===== src/csr_pkg.sv =====
`default_nettype none

package csr_pkg;

    // Machine word, also used for addresses and causes
    typedef logic [31:0] xlen_t;
    typedef logic [11:0] csr_addr_t;
    // Cycle, time, mtime and mtimecmp
    typedef logic [63:0] counter_t;

    // Commands from the decode stage
    typedef enum logic [2:0] {
        CSR_X     = 3'd0,
        CSR_W     = 3'd1,
        CSR_S     = 3'd2,
        CSR_C     = 3'd3,
        CSR_ECALL = 3'd4,
        CSR_MRET  = 3'd5,
        CSR_SRET  = 3'd6
    } csr_cmd_t;

    // Privilege levels, H-mode not supported
    typedef enum logic [1:0] {
        PRIV_U = 2'd0,
        PRIV_S = 2'd1,
        PRIV_M = 2'd3
    } priv_t;

    // Counters, read only
    localparam csr_addr_t CSR_ADDR_CYCLE    = 12'hc00;
    localparam csr_addr_t CSR_ADDR_TIME     = 12'hc01;
    localparam csr_addr_t CSR_ADDR_CYCLEH   = 12'hc80;
    localparam csr_addr_t CSR_ADDR_TIMEH    = 12'hc81;
    localparam csr_addr_t CSR_ADDR_MHARTID  = 12'hf14;

    // Machine level
    localparam csr_addr_t CSR_ADDR_MSTATUS  = 12'h300;
    localparam csr_addr_t CSR_ADDR_MISA     = 12'h301;
    localparam csr_addr_t CSR_ADDR_MIDELEG  = 12'h303;
    localparam csr_addr_t CSR_ADDR_MIE      = 12'h304;
    localparam csr_addr_t CSR_ADDR_MTVEC    = 12'h305;
    localparam csr_addr_t CSR_ADDR_MSCRATCH = 12'h340;
    localparam csr_addr_t CSR_ADDR_MEPC     = 12'h341;
    localparam csr_addr_t CSR_ADDR_MCAUSE   = 12'h342;
    localparam csr_addr_t CSR_ADDR_MIP      = 12'h344;

    // Supervisor level, status, enable and pending are views of the M registers
    localparam csr_addr_t CSR_ADDR_SSTATUS  = 12'h100;
    localparam csr_addr_t CSR_ADDR_SIE      = 12'h104;
    localparam csr_addr_t CSR_ADDR_STVEC    = 12'h105;
    localparam csr_addr_t CSR_ADDR_SSCRATCH = 12'h140;
    localparam csr_addr_t CSR_ADDR_SEPC     = 12'h141;
    localparam csr_addr_t CSR_ADDR_SCAUSE   = 12'h142;
    localparam csr_addr_t CSR_ADDR_SIP      = 12'h144;

    // Synchronous exception causes
    localparam xlen_t CAUSE_ECALL_U = 32'd8;
    localparam xlen_t CAUSE_ECALL_S = 32'd9;
    localparam xlen_t CAUSE_ECALL_M = 32'd11;

    // Interrupt causes, top bit marks an interrupt
    localparam xlen_t CAUSE_IRQ_SSI = 32'h8000_0001;
    localparam xlen_t CAUSE_IRQ_MSI = 32'h8000_0003;
    localparam xlen_t CAUSE_IRQ_STI = 32'h8000_0005;
    localparam xlen_t CAUSE_IRQ_MTI = 32'h8000_0007;
    localparam xlen_t CAUSE_IRQ_SEI = 32'h8000_0009;
    localparam xlen_t CAUSE_IRQ_MEI = 32'h8000_000b;

    // MXL = 32 bit, extensions A, I and M
    localparam xlen_t MISA_VALUE = 32'h4000_1101;

endpackage

`default_nettype wire

===== src/trap_if.sv =====
`timescale 1ns/1ps
`default_nettype none

interface trap_if;
    import csr_pkg::*;

    // Trap entry, one cycle strobe
    logic        take_irq;
    logic        to_s;
    xlen_t       cause;
    xlen_t       epc;
    // Exception and return strobes
    logic        ecall;
    logic        mret;
    logic        sret;

    // State seen by the sequencer
    priv_t       mode;
    priv_t       mpp;
    xlen_t       mepc;
    xlen_t       sepc;
    xlen_t       mtvec;
    xlen_t       stvec;
    // Priority order MEI, MSI, MTI, SEI, SSI, STI from bit 5 down
    logic [5:0]  pend;
    xlen_t       mideleg;

    modport seq (
        output take_irq, to_s, cause, epc, ecall, mret, sret,
        input  mode, mpp, mepc, sepc, mtvec, stvec, pend, mideleg
    );

    modport state (
        input  take_irq, to_s, cause, epc, ecall, mret, sret,
        output mode, mpp, mepc, sepc, mtvec, stvec, pend, mideleg
    );

endinterface

`default_nettype wire


===== src/csr_bus_if.sv =====
`timescale 1ns/1ps
`default_nettype none

interface csr_bus_if;
    import csr_pkg::*;

    // Read port, combinational
    csr_addr_t rd_addr;
    xlen_t     rd_data;
    // Write port, lands on the next edge
    logic      wr_en;
    csr_addr_t wr_addr;
    xlen_t     wr_data;
    // Current privilege for the access check
    priv_t     cur_mode;

    modport access (
        output rd_addr, wr_en, wr_addr, wr_data,
        input  rd_data, cur_mode
    );

    modport state (
        input  rd_addr, wr_en, wr_addr, wr_data,
        output rd_data, cur_mode
    );

endinterface

`default_nettype wire


===== src/csr_stage.sv =====
`timescale 1ns/1ps
`default_nettype none

module csr_stage #(
    parameter csr_pkg::xlen_t HART_ID = 32'd0
) (
    input  wire                 clk,
    input  wire                 rst_n,

    // Counters from the timer block
    input  csr_pkg::counter_t   cycle,
    input  csr_pkg::counter_t   time_now,
    input  csr_pkg::counter_t   mtime,
    input  csr_pkg::counter_t   mtimecmp,

    // Command from decode, flush on a taken branch
    input  wire                 flush,
    input  csr_pkg::csr_cmd_t   csr_cmd,
    input  csr_pkg::xlen_t      op1_data,
    input  csr_pkg::xlen_t      imm_i,

    // High when the rest of the pipeline is empty
    input  wire                 irq_ready,
    input  csr_pkg::xlen_t      if_pc,

    output csr_pkg::csr_cmd_t   csr_cmd_out,
    output csr_pkg::xlen_t      csr_rdata,
    output csr_pkg::xlen_t      trap_vector,
    output wire                 stall_may_irq
);

    csr_bus_if bus0 ();
    trap_if    trap0 ();

    csr_access access0 (
        .clk       (clk),
        .rst_n     (rst_n),
        .flush     (flush),
        .csr_cmd   (csr_cmd),
        .op1_data  (op1_data),
        .imm_i     (imm_i),
        .csr_rdata (csr_rdata),
        .bus       (bus0.access)
    );

    trap_sequencer seq0 (
        .clk           (clk),
        .rst_n         (rst_n),
        .flush         (flush),
        .irq_ready     (irq_ready),
        .csr_cmd       (csr_cmd),
        .if_pc         (if_pc),
        .csr_cmd_out   (csr_cmd_out),
        .trap_vector   (trap_vector),
        .stall_may_irq (stall_may_irq),
        .trap          (trap0.seq)
    );

    csr_state #(
        .HART_ID (HART_ID)
    ) state0 (
        .clk      (clk),
        .rst_n    (rst_n),
        .cycle    (cycle),
        .time_now (time_now),
        .mtime    (mtime),
        .mtimecmp (mtimecmp),
        .bus      (bus0.state),
        .trap     (trap0.state)
    );

endmodule

`default_nettype wire


===== src/csr_state.sv =====
`timescale 1ns/1ps
`default_nettype none

module csr_state #(
    parameter csr_pkg::xlen_t HART_ID = 32'd0
) (
    input  wire                 clk,
    input  wire                 rst_n,
    input  csr_pkg::counter_t   cycle,
    input  csr_pkg::counter_t   time_now,
    input  csr_pkg::counter_t   mtime,
    input  csr_pkg::counter_t   mtimecmp,
    csr_bus_if.state            bus,
    trap_if.state               trap
);
    import csr_pkg::*;

    priv_t mode;

    // mstatus fields kept
    logic  st_mie;
    logic  st_sie;
    logic  st_mpie;
    logic  st_spie;
    priv_t st_mpp;
    logic  st_spp;
    logic  st_mprv;

    // Enables
    logic  mie_meie;
    logic  mie_seie;
    logic  mie_mtie;
    logic  mie_stie;
    logic  mie_msie;
    logic  mie_ssie;

    // Pending, MEIP and MSIP have no source
    logic  mip_seip;
    logic  mip_mtip;
    logic  mip_stip;
    logic  mip_ssip;

    xlen_t mideleg;
    xlen_t mtvec;
    xlen_t stvec;
    xlen_t mepc;
    xlen_t sepc;
    xlen_t mcause;
    xlen_t scause;
    xlen_t mscratch;
    xlen_t sscratch;

    xlen_t mstatus_v;
    xlen_t sstatus_v;
    xlen_t mie_v;
    xlen_t mip_v;
    xlen_t w;

    assign mstatus_v = {14'b0, st_mprv, 4'b0, st_mpp, 2'b0, st_spp, st_mpie, 1'b0,
                        st_spie, 1'b0, st_mie, 1'b0, st_sie, 1'b0};
    assign sstatus_v = {23'b0, st_spp, 2'b0, st_spie, 3'b0, st_sie, 1'b0};
    assign mie_v = {20'b0, mie_meie, 1'b0, mie_seie, 1'b0, mie_mtie, 1'b0,
                    mie_stie, 1'b0, mie_msie, 1'b0, mie_ssie, 1'b0};
    assign mip_v = {20'b0, 1'b0, 1'b0, mip_seip, 1'b0, mip_mtip, 1'b0,
                    mip_stip, 1'b0, 1'b0, 1'b0, mip_ssip, 1'b0};
    assign w = bus.wr_data;

    assign bus.cur_mode = mode;
    assign trap.mode    = mode;
    assign trap.mpp     = st_mpp;
    assign trap.mepc    = mepc;
    assign trap.sepc    = sepc;
    assign trap.mtvec   = mtvec;
    assign trap.stvec   = stvec;
    assign trap.mideleg = mideleg;
    assign trap.pend    = {mip_v[11], mip_v[3], mip_mtip, mip_seip, mip_ssip, mip_stip};

    // Read mux, unknown addresses read zero
    always_comb begin
        case (bus.rd_addr)
            CSR_ADDR_CYCLE:    bus.rd_data = cycle[31:0];
            CSR_ADDR_TIME:     bus.rd_data = time_now[31:0];
            CSR_ADDR_CYCLEH:   bus.rd_data = cycle[63:32];
            CSR_ADDR_TIMEH:    bus.rd_data = time_now[63:32];
            CSR_ADDR_MHARTID:  bus.rd_data = HART_ID;
            CSR_ADDR_MSTATUS:  bus.rd_data = mstatus_v;
            CSR_ADDR_MISA:     bus.rd_data = MISA_VALUE;
            CSR_ADDR_MIDELEG:  bus.rd_data = mideleg;
            CSR_ADDR_MIE:      bus.rd_data = mie_v;
            CSR_ADDR_MTVEC:    bus.rd_data = mtvec;
            CSR_ADDR_MSCRATCH: bus.rd_data = mscratch;
            CSR_ADDR_MEPC:     bus.rd_data = mepc;
            CSR_ADDR_MCAUSE:   bus.rd_data = mcause;
            CSR_ADDR_MIP:      bus.rd_data = mip_v;
            CSR_ADDR_SSTATUS:  bus.rd_data = sstatus_v;
            // S views keep SEI, STI and SSI bits only
            CSR_ADDR_SIE:      bus.rd_data = mie_v & 32'h0000_0222;
            CSR_ADDR_STVEC:    bus.rd_data = stvec;
            CSR_ADDR_SSCRATCH: bus.rd_data = sscratch;
            CSR_ADDR_SEPC:     bus.rd_data = sepc;
            CSR_ADDR_SCAUSE:   bus.rd_data = scause;
            CSR_ADDR_SIP:      bus.rd_data = mip_v & 32'h0000_0222;
            default:           bus.rd_data = '0;
        endcase
    end

    always_ff @(posedge clk) begin
        if (!rst_n) begin
            mode     <= PRIV_M;
            st_mie   <= 1'b0;
            st_sie   <= 1'b0;
            st_mpie  <= 1'b0;
            st_spie  <= 1'b0;
            st_mpp   <= PRIV_M;
            st_spp   <= 1'b0;
            st_mprv  <= 1'b0;
            mie_meie <= 1'b0;
            mie_seie <= 1'b0;
            mie_mtie <= 1'b0;
            mie_stie <= 1'b0;
            mie_msie <= 1'b0;
            mie_ssie <= 1'b0;
            mip_seip <= 1'b0;
            mip_mtip <= 1'b0;
            mip_stip <= 1'b0;
            mip_ssip <= 1'b0;
            mideleg  <= '0;
            mtvec    <= '0;
            stvec    <= '0;
            mepc     <= '0;
            sepc     <= '0;
            mcause   <= '0;
            scause   <= '0;
            mscratch <= '0;
            sscratch <= '0;
        end else begin
            // Timer pending held while an interrupt is being entered
            if (!trap.take_irq) begin
                mip_mtip <= st_mie && mie_mtie && (mtime >= mtimecmp);
            end

            // Trap entry and return first
            if (trap.take_irq && !trap.to_s) begin
                mode    <= PRIV_M;
                mcause  <= trap.cause;
                mepc    <= {trap.epc[31:2], 2'b00};
                st_mpp  <= mode;
                st_mpie <= st_mie;
                st_mie  <= 1'b0;
            end else if (trap.take_irq) begin
                mode    <= PRIV_S;
                scause  <= trap.cause;
                sepc    <= trap.epc;
                st_spp  <= mode[0];
                st_spie <= st_sie;
                st_sie  <= 1'b0;
            end else if (trap.ecall) begin
                // One level up, U goes to S
                mcause  <= trap.cause;
                mode    <= (mode == PRIV_U) ? PRIV_S : PRIV_M;
            end else if (trap.mret) begin
                mode    <= st_mpp;
                st_mie  <= st_mpie;
                st_mpie <= 1'b1;
                st_mpp  <= PRIV_U;
                if (st_mpp != PRIV_M) begin
                    st_mprv <= 1'b0;
                end
            end else if (trap.sret) begin
                mode    <= st_spp ? PRIV_S : PRIV_U;
                st_sie  <= st_spie;
                st_spie <= 1'b1;
                st_spp  <= 1'b0;
                st_mprv <= 1'b0;
            end

            // Software write wins on the same field
            if (bus.wr_en) begin
                case (bus.wr_addr)
                    CSR_ADDR_MSTATUS: begin
                        st_mprv <= w[17];
                        st_mpp  <= priv_t'(w[12:11]);
                        st_spp  <= w[8];
                        st_mpie <= w[7];
                        st_spie <= w[5];
                        st_mie  <= w[3];
                        st_sie  <= w[1];
                    end
                    CSR_ADDR_SSTATUS: begin
                        st_spp  <= w[8];
                        st_spie <= w[5];
                        st_sie  <= w[1];
                    end
                    CSR_ADDR_MIE: begin
                        mie_meie <= w[11];
                        mie_seie <= w[9];
                        mie_mtie <= w[7];
                        mie_stie <= w[5];
                        mie_msie <= w[3];
                        mie_ssie <= w[1];
                    end
                    CSR_ADDR_SIE: begin
                        mie_seie <= w[9];
                        mie_stie <= w[5];
                        mie_ssie <= w[1];
                    end
                    // MTIP stays under hardware control
                    CSR_ADDR_MIP, CSR_ADDR_SIP: begin
                        mip_seip <= w[9];
                        mip_stip <= w[5];
                        mip_ssip <= w[1];
                    end
                    // Only S-level interrupts can be delegated
                    CSR_ADDR_MIDELEG:  mideleg  <= w & 32'h0000_0222;
                    CSR_ADDR_MTVEC:    mtvec    <= w;
                    CSR_ADDR_STVEC:    stvec    <= w;
                    CSR_ADDR_MEPC:     mepc     <= {w[31:2], 2'b00};
                    CSR_ADDR_SEPC:     sepc     <= w;
                    CSR_ADDR_MCAUSE:   mcause   <= w;
                    CSR_ADDR_SCAUSE:   scause   <= w;
                    CSR_ADDR_MSCRATCH: mscratch <= w;
                    CSR_ADDR_SSCRATCH: sscratch <= w;
                    default: begin
                    end
                endcase
            end
        end
    end

endmodule

`default_nettype wire


===== src/trap_sequencer.sv =====
`timescale 1ns/1ps
`default_nettype none

module trap_sequencer (
    input  wire                 clk,
    input  wire                 rst_n,
    input  wire                 flush,
    input  wire                 irq_ready,
    input  csr_pkg::csr_cmd_t   csr_cmd,
    input  csr_pkg::xlen_t      if_pc,
    output csr_pkg::csr_cmd_t   csr_cmd_out,
    output csr_pkg::xlen_t      trap_vector,
    output wire                 stall_may_irq,
    trap_if.seq                 trap
);
    import csr_pkg::*;

    csr_cmd_t cmd;
    logic     irq_go;
    xlen_t    irq_cause;
    xlen_t    ecall_cause;
    xlen_t    m_target;
    xlen_t    s_target;

    // Base with mode bits cleared, cause offset only for vectored interrupts
    function automatic xlen_t vec_target(input xlen_t tvec, input xlen_t cause,
                                         input logic is_irq);
        xlen_t base;
        base = {tvec[31:2], 2'b00};
        if (is_irq && tvec[1:0] == 2'b01) begin
            vec_target = base + {cause[29:0], 2'b00};
        end else begin
            vec_target = base;
        end
    endfunction

    assign cmd = flush ? CSR_X : csr_cmd;

    // Any pending bit asks upstream to drain
    assign stall_may_irq = |trap.pend;
    assign irq_go        = stall_may_irq && irq_ready;

    // Fixed priority, MEI highest
    always_comb begin
        if (trap.pend[5]) irq_cause = CAUSE_IRQ_MEI;
        else if (trap.pend[4]) irq_cause = CAUSE_IRQ_MSI;
        else if (trap.pend[3]) irq_cause = CAUSE_IRQ_MTI;
        else if (trap.pend[2]) irq_cause = CAUSE_IRQ_SEI;
        else if (trap.pend[1]) irq_cause = CAUSE_IRQ_SSI;
        else irq_cause = CAUSE_IRQ_STI;
    end

    always_comb begin
        case (trap.mode)
            PRIV_U:  ecall_cause = CAUSE_ECALL_U;
            PRIV_S:  ecall_cause = CAUSE_ECALL_S;
            default: ecall_cause = CAUSE_ECALL_M;
        endcase
    end

    assign m_target = vec_target(trap.mtvec, irq_cause, irq_go);
    assign s_target = vec_target(trap.stvec, irq_cause, irq_go);

    // Set mideleg bit sends the interrupt to S-mode
    assign trap.to_s     = trap.mideleg[irq_cause[4:0]];
    assign trap.take_irq = irq_go;
    assign trap.cause    = irq_go ? irq_cause : ecall_cause;
    assign trap.epc      = if_pc;

    // Interrupt wins, the command's own trap effect is dropped
    assign trap.ecall = !irq_go && cmd == CSR_ECALL;
    assign trap.mret  = !irq_go && cmd == CSR_MRET;
    assign trap.sret  = !irq_go && cmd == CSR_SRET;

    always_ff @(posedge clk) begin
        if (!rst_n) begin
            csr_cmd_out <= CSR_X;
            trap_vector <= '0;
        end else if (irq_go) begin
            // Reported as ecall so the pipeline redirects
            csr_cmd_out <= CSR_ECALL;
            trap_vector <= trap.to_s ? s_target : m_target;
        end else begin
            csr_cmd_out <= cmd;
            case (cmd)
                CSR_ECALL: trap_vector <= (trap.mode == PRIV_U) ? s_target : m_target;
                CSR_MRET:  trap_vector <= trap.mepc;
                CSR_SRET:  trap_vector <= trap.sepc;
                default:   trap_vector <= trap_vector;
            endcase
        end
    end

endmodule

`default_nettype wire


===== src/csr_access.sv =====
`timescale 1ns/1ps
`default_nettype none

module csr_access (
    input  wire                 clk,
    input  wire                 rst_n,
    input  wire                 flush,
    input  csr_pkg::csr_cmd_t   csr_cmd,
    input  csr_pkg::xlen_t      op1_data,
    input  csr_pkg::xlen_t      imm_i,
    output csr_pkg::xlen_t      csr_rdata,
    csr_bus_if.access           bus
);
    import csr_pkg::*;

    csr_cmd_t  cmd;
    csr_addr_t addr;
    logic      can_read;
    logic      can_write;

    // Second stage, command held for the write
    csr_cmd_t  cmd_q;
    csr_addr_t addr_q;
    xlen_t     op1_q;
    logic      wr_ok_q;

    // Flushed slot becomes a no-op on an address nobody answers
    assign cmd  = flush ? CSR_X : csr_cmd;
    assign addr = flush ? 12'hfff : imm_i[11:0];

    // Bits 9:8 give the lowest privilege allowed
    assign can_read  = addr[9:8] <= bus.cur_mode;
    // Bits 11:10 of 11 mark a read-only register
    assign can_write = can_read && (addr[11:10] != 2'b11);

    assign bus.rd_addr = addr;

    // Old value, zero when access is denied
    always_ff @(posedge clk) begin
        if (!rst_n) begin
            csr_rdata <= '0;
        end else begin
            csr_rdata <= can_read ? bus.rd_data : '0;
        end
    end

    always_ff @(posedge clk) begin
        if (!rst_n) begin
            cmd_q   <= CSR_X;
            wr_ok_q <= 1'b0;
        end else begin
            cmd_q   <= cmd;
            wr_ok_q <= can_write;
        end
    end

    // Payload, qualified by cmd_q
    always_ff @(posedge clk) begin
        addr_q <= addr;
        op1_q  <= op1_data;
    end

    // Read-modify-write from the registered old value
    always_comb begin
        bus.wr_en   = 1'b0;
        bus.wr_data = '0;
        case (cmd_q)
            CSR_W: begin
                bus.wr_en   = wr_ok_q;
                bus.wr_data = op1_q;
            end
            CSR_S: begin
                bus.wr_en   = wr_ok_q;
                bus.wr_data = csr_rdata | op1_q;
            end
            CSR_C: begin
                bus.wr_en   = wr_ok_q;
                bus.wr_data = csr_rdata & ~op1_q;
            end
            default: begin
                bus.wr_en   = 1'b0;
            end
        endcase
    end

    assign bus.wr_addr = addr_q;

endmodule

`default_nettype wire


===== config.mk =====
export PLATFORM = sky130hd
export DESIGN_NAME = csr_stage
export DESIGN_NICKNAME = d
export VERILOG_FILES = /design/src/csr_pkg.sv /design/src/trap_if.sv /design/src/csr_bus_if.sv /design/src/csr_stage.sv /design/src/csr_state.sv /design/src/trap_sequencer.sv /design/src/csr_access.sv
export SDC_FILE = /design/constraint.sdc
export NUM_CORES = 1
export LEC_CHECK = 0
export ABC_CLOCK_PERIOD_IN_PS = 3650
export BUFFER_PORTS_ARGS = -buffer_cell sky130_fd_sc_hd__buf_2
export CAP_MARGIN = 5
export CELL_PAD_IN_SITES_DETAIL_PLACEMENT = 1
export CELL_PAD_IN_SITES_GLOBAL_PLACEMENT = 2
export CORE_ASPECT_RATIO = 1.5
export CORE_MARGIN = 3
export CORE_UTILIZATION = 32
export DETAILED_ROUTE_END_ITERATION = 10
export GPL_TIMING_DRIVEN = 0
export PLACE_DENSITY = 0.91
export SYNTH_ARGS = -nofsm -noshare
export SYNTH_HDL_FRONTEND = slang
export SYNTH_SLANG_ARGS = --single-unit

===== constraint.sdc =====
create_clock -name clk -period 3.65 [get_ports clk]
set_input_delay 0.365 -clock clk [delete_from_list [all_inputs] [get_ports clk]]
set_output_delay 0.365 -clock clk [all_outputs]
set_load 0.05 [all_outputs]

# Word level (Yosys, flattened, before mapping)
# Cells that the tools add are included.
[totals]
register_bits = 394
latch_bits = 0
mem_bits_rw = 0
mem_bits_ro = 0
out_inout_bits = 68
memories = 0
[classes]
addsub = 2
multipliers = 0
div_mod_pow = 0
order_cmp = 3
eq_ne = 46
shifts = 0
muxes = 88
n_bitwise = 4
reduce_logical = 33
[op_table]
columns = ["operator", "count"]
rows = [
  ["$mux W32", 24],
  ["$pmux W32 S20", 1],
  ["$eq A12 B10 Y1 const B", 17],
  ["$pmux W32 S3", 2],
  ["$eq A12 B9 Y1 const B", 14],
  ["$add A32 B32 Y32", 2],
  ["$ge A64 B64 Y1", 1],
  ["$eq A12 B12 Y1 const B", 4],
  ["$mux W1", 44],
  ["$and A32 B32 Y32", 1],
  ["$not A32 Y32", 1],
  ["$or A32 B32 Y32", 1],
  ["$mux W2", 11],
  ["$reduce_and A2 Y1", 9],
  ["$mux W12", 1],
  ["$logic_and A1 B1 Y1", 10],
  ["$reduce_or A2 Y1", 5],
  ["$eq A3 B3 Y1 const B", 3],
  ["$mux W3", 3],
  ["$reduce_bool A4 Y1", 2],
  ["$eq A2 B1 Y1 const B", 3],
  ["$eq A3 B2 Y1 const B", 2],
  ["$lt A5 B6 Y1 const B", 1],
  ["$reduce_or A3 Y1", 2],
  ["other kinds (10)", 12],
]

# Logic depth before layout (Yosys ltp)
[logic_depth]
ltp_word = 11
ltp_mapped = 12

# By module
# From an unflattened synthesis, not the netlist that was laid out.
[hier_totals]
hier_cells = 2943
area_unflattened_um2 = 23950.5
[by_module_without_submodules]
columns = ["module", "n_inst", "cells_each", "area_per_inst_um2"]
rows = [
  ["csr_state", 1, 2124, 16886.2],
  ["trap_sequencer", 1, 601, 4543.1],
  ["csr_access", 1, 218, 2521.2],
]

# Worst setup path after synthesis
# OpenSTA, ideal clock, no wires.
[synth_timing]
path_kind = "register to register"
start = "register state0.mip_mtip"
end = "register seq0.trap_vector[17]"
arrival_time_ps = 2477
required_ps = 3564
setup_slack_ps = 1087
stages_incl_launch_ff = 12
cell_sequence = "dfxtp_1 > buf_2 > nor2_1 > inv_1 > ha_1 > o21ai_0 > o21ba_2 > nor4b_1 > xnor2_1 > o31ai_1 > nand2_1 > a221oi_2"
[synth_via]
elab_chain_cells = 7
word_cells_on_any_way = 16
classes_between = "add/sub: 2; mux: 9; reduce/logical: 5"
[synth_rtl]
columns = ["item", "line_no", "text"]
rows = [
  ["start, declared", "csr_state.sv:39", "logic mip_mtip;"],
  ["start signal, assigned", "csr_state.sv:139", "mip_mtip <= st_mie && mie_mtie && (mtime >= mtimecmp);"],
  ["parallel branches: the longest is 7 deep, another holds $add A32 B32 Y32", "--", ""],
  ["end signal, assigned", "trap_sequencer.sv:86", "CSR_ECALL: trap_vector <= (trap.mode == PRIV_U) ? s_target : m_target;"],
  ["end signal, assigned", "trap_sequencer.sv:87", "CSR_MRET: trap_vector <= trap.mepc;"],
  ["end signal, assigned", "trap_sequencer.sv:88", "CSR_SRET: trap_vector <= trap.sepc;"],
  ["end, declared", "trap_sequencer.sv:12", "output csr_pkg::xlen_t trap_vector,"],
]
# Parallel ways; which one is timed is not known. The select of a mux whose other input is x is not followed.
# A chain may end at the register's enable or synchronous reset.

# Worst setup path in the final report
[layout_timing]
start = "register state0.mip_mtip"
end = "register seq0.trap_vector[21]"
# Same word-level chain as after synthesis.

==> results.toml <==
[timing]
rsz0062_at_grt = "yes"
hold_slack_ns = 0.00390
setup_tns_ns = -0.447
worstMarginPinSlew_ns = 1.51
fmax_ghz = 0.265
finalCritPeriodShare_pct = 103
hold_viol_final = 0
setup_viol = 10
clock_skew_ns = 0.0506
slew_headroom_pct = -0.810
drv_slew = 9
worst_slack_ns = -0.119
fin_crit_ns = 3.77

[pwr]
p_leak_uw = 0.00996
power_density_nw_per_um2 = 390
power_frac_clock_pct = 46.1
combPwrFrac_pct = 9.8
p_sw_uw = 2710
netSwitchingFraction_pct = 27.3
seqPwrFrac_pct = 44.1
max-vdd-ir-drop_mv = 0.295
p_int_uw = 7220

[critical_path]
cp_common_cell = "o21ai_0"
end_kind = "register"
worstPathArrival_ns = 4.24
cp_slowest_stage_delay_ns = 1.16
critPathMaxFanout = 10
cp.required_ns = 4.12
crit_slowest_cell = "a221oi_1"
path_cells = "buf_2, o41a_1, clkbuf_1, a221oi_1, a21oi_1, o21ai_0, o21ai_0"
start_kind = "register"
critPathKind = "reg -> reg"

[flow_run]
cap_violations = 0

[hold_path]
min_path_type = "in -> reg"

[placement]
gp_congestion = 1.05
dp_hpwl_mm = 108
port-buffer-count = 401
preCtsSetupSlack_ns = -0.228

[cts]
post-cts-setup-buffers = 0
clk_pin_slew_worst_paths_ns = 0.06
clock-sinks = 394
cts_buffers = 42
clock_latency_ns = 0.63
cts.path.max_buffers = 3
htree_levels = 2
cts_root_buffer = "clkbuf_16"
tritoncts = "yes"

[routing]
num_vias = 25000
drc = 0
ant_nets = 0
drt_pass1_iterations = 8
wl_mm = 138
vias_per_cell = 6.39
drt_iter0_markers = 2645
wl_per_cell_um = 35.3

[global_routing]
grt_usage_pct = 39.9
grt_pass1_vias = 25800
grt_pass1_wl_mm = 189
antenna_found_initial = 5
overflow = 0
grt_max_degree = 14

[yosys]
synth_seq_area_share_pct = 38.3
synthArstFlopShare_pct = 0
syn-cell-area_um2 = 20600
synth-edff-count = 0
synth_top_area_cell = "dfxtp_1"
synth_flop_cell = "dfxtp_1"
synth_cells = 2593
synth_cell_type_count = 77
ys_warn_count = 0
yosysTopAreaCellShare_pct = 38.3
ys_ff_latch = 394
syn_area_per_cell_um2 = 7.94
synth.area.top_cells = "dfxtp_1 38%, nor2_1 7.0%, nand2_1 5.9%, a211oi_1 5.3%, a22oi_1 4.7%"
syn_nets = 3026

[run_status]
violations = "slew limit, setup timing"
status = "finished, violations left"

[floorplan]
initial_utilization_pct = 32.4
rows = 113
dieHeight_um = 317
die-area_um2 = 67400
core_um2 = 63500
chipWidth_um = 213
io_pins = 427

[layout]
drive_gt1_share_pct = 18.9
area.growth.synth_to_final_pct = 23.8
final_cell_mix = "451 x buf_2, 394 x dfxtp_1, 380 x nor2_1, 325 x nand2_1, 145 x a21oi_1"
finish.net_count = 3511
final_util_pct = 40.1
layout_commonest_cell = "buf_2"
-- worst paths after layout --
check	slack [ns]	cells after the start	from	endpoint
hold / removal	0.004	2	imm_i[4]	access0.bus.wr_addr[4]$_DFF_P_
hold reg to reg	0.44	2	seq0.trap_vector[25]$_SDFFE_PN0P_	seq0.trap_vector[25]$_SDFFE_PN0P_
setup / recovery	-0.12	7	state0.mip_mtip$_SDFFE_PN0P_	seq0.trap_vector[21]$_SDFFE_PN0P_
setup reg to reg	-0.12	7	state0.mip_mtip$_SDFFE_PN0P_	seq0.trap_vector[21]$_SDFFE_PN0P_
-- metal layers --
layer | global-route usage, % | part of all wire (%) | vias to the layer above
met5 | 0 | 0.0094 | -
met4 | 42.5 | 14 | 2
met3 | 9.82 | 8.8 | 760
met2 | 64.3 | 44 | 1793
met1 | 40.3 | 33 | 12100
li1 | - | - | 10400
-- cells in the mapped netlist, types with 23 or more instances --
library cell / count
o21ai_0: 126
nor2_1: 382
a21oi_1: 147
nand4_1: 32
clkbuf_1: 116
buf_2: 50
xnor2_1: 35
inv_1: 77
a221oi_1: 30
nand2_1: 325
dfxtp_1: 394
a222oi_1: 43
nand3_1: 51
a31oi_1: 43
and3_1: 56
nor3_1: 24
xor2_1: 23
a22oi_1: 129
ha_1: 72
a211oi_1: 144
nor2b_1: 31
-- state kept, by name (all words and copies together), names as in the netlist, 2 cells and up --
name	flops
seq0.trap_vector	32
state0.mscratch	32
state0.scause	32
state0.trap.mpp	2
access0.csr_rdata	32
access0.bus.wr_addr	12
state0.sscratch	32
state0.trap.stvec	32
access0.op1_q	32
state0.trap.mtvec	32
state0.trap.mepc	32
access0.cmd_q	3
state0.mcause	32
state0.bus.cur_mode	2
seq0.csr_cmd_out	3
state0.trap.mideleg	3
state0.trap.sepc	32
-- timing repair --
action                                  4_1_cts  5_1_grt
gates resized for setup                       4       18
hold endpoints to repair                     33        0
pin swaps                                     0        0
endpoints found under the setup margin       11       65
hold buffers                                 33        0
-- critical path, delay by kind of cell, from the launching register on --
family | cells | cell delay [ns]
buffers and inverters | 2 | 0.84
flip-flops | 1 | 0.41
AO/OA/AOI/OAI | 5 | 2.34
-- cell type report --
cell class / count / area (um2)
fill: 7780 / 38000
multi-input combinational: 1931 / 11700
sequential: 394 / 7890
timing repair buffer: 441 / 2400
clock buffer: 58 / 1180
tap: 805 / 1010
buffer: 189 / 807
inverter: 79 / 297
clock inverter: 15 / 215
antenna: 5 / 12.5
-- metrics by stage --
| step | total power [uW] | instances | instance area, um2 |
|---|---|---|---|
| 6_report | 9940 | 3917 | 25500 |
| 5_1_grt | 10100 | 3913 | 25500 |
| 4_1_cts | 9880 | 3905 | 25300 |
| 3_5_place_dp | 5380 | 3799 | 23600 |
| 3_3_place_gp | 5350 | 3799 | 23600 |
| 2_1_floorplan | 4850 | 2593 | 20600 |
-- cell families (layout without fill, tap and decap cells) --
group | after synthesis | count (layout) | synth area share [%]
flops | 394 | 394 | 38.3
compound gates | 777 | 777 | 26.1
xor+xnor | 58 | 58 | 2.47
fa+ha+maj | 74 | 74 | 4.57
other cells | 0 | 5 | 0
mux | 21 | 21 | 1.03
buf+inv | 268 | 782 | 5.27
simple gates | 1001 | 1001 | 22.2
-- power by group through the flow --
stage / Sequential (uW) / Combinational (uW) / Clock (uW)
after detailed placement: 4470 / 905 / 0
after global placement: 4470 / 882 / 0
final: 4380 / 971 / 4580
after floorplan: 4510 / 339 / 0
after global routing: 4380 / 1020 / 4720
after CTS: 4380 / 938 / 4560
(Power assumes the default switching activity.)
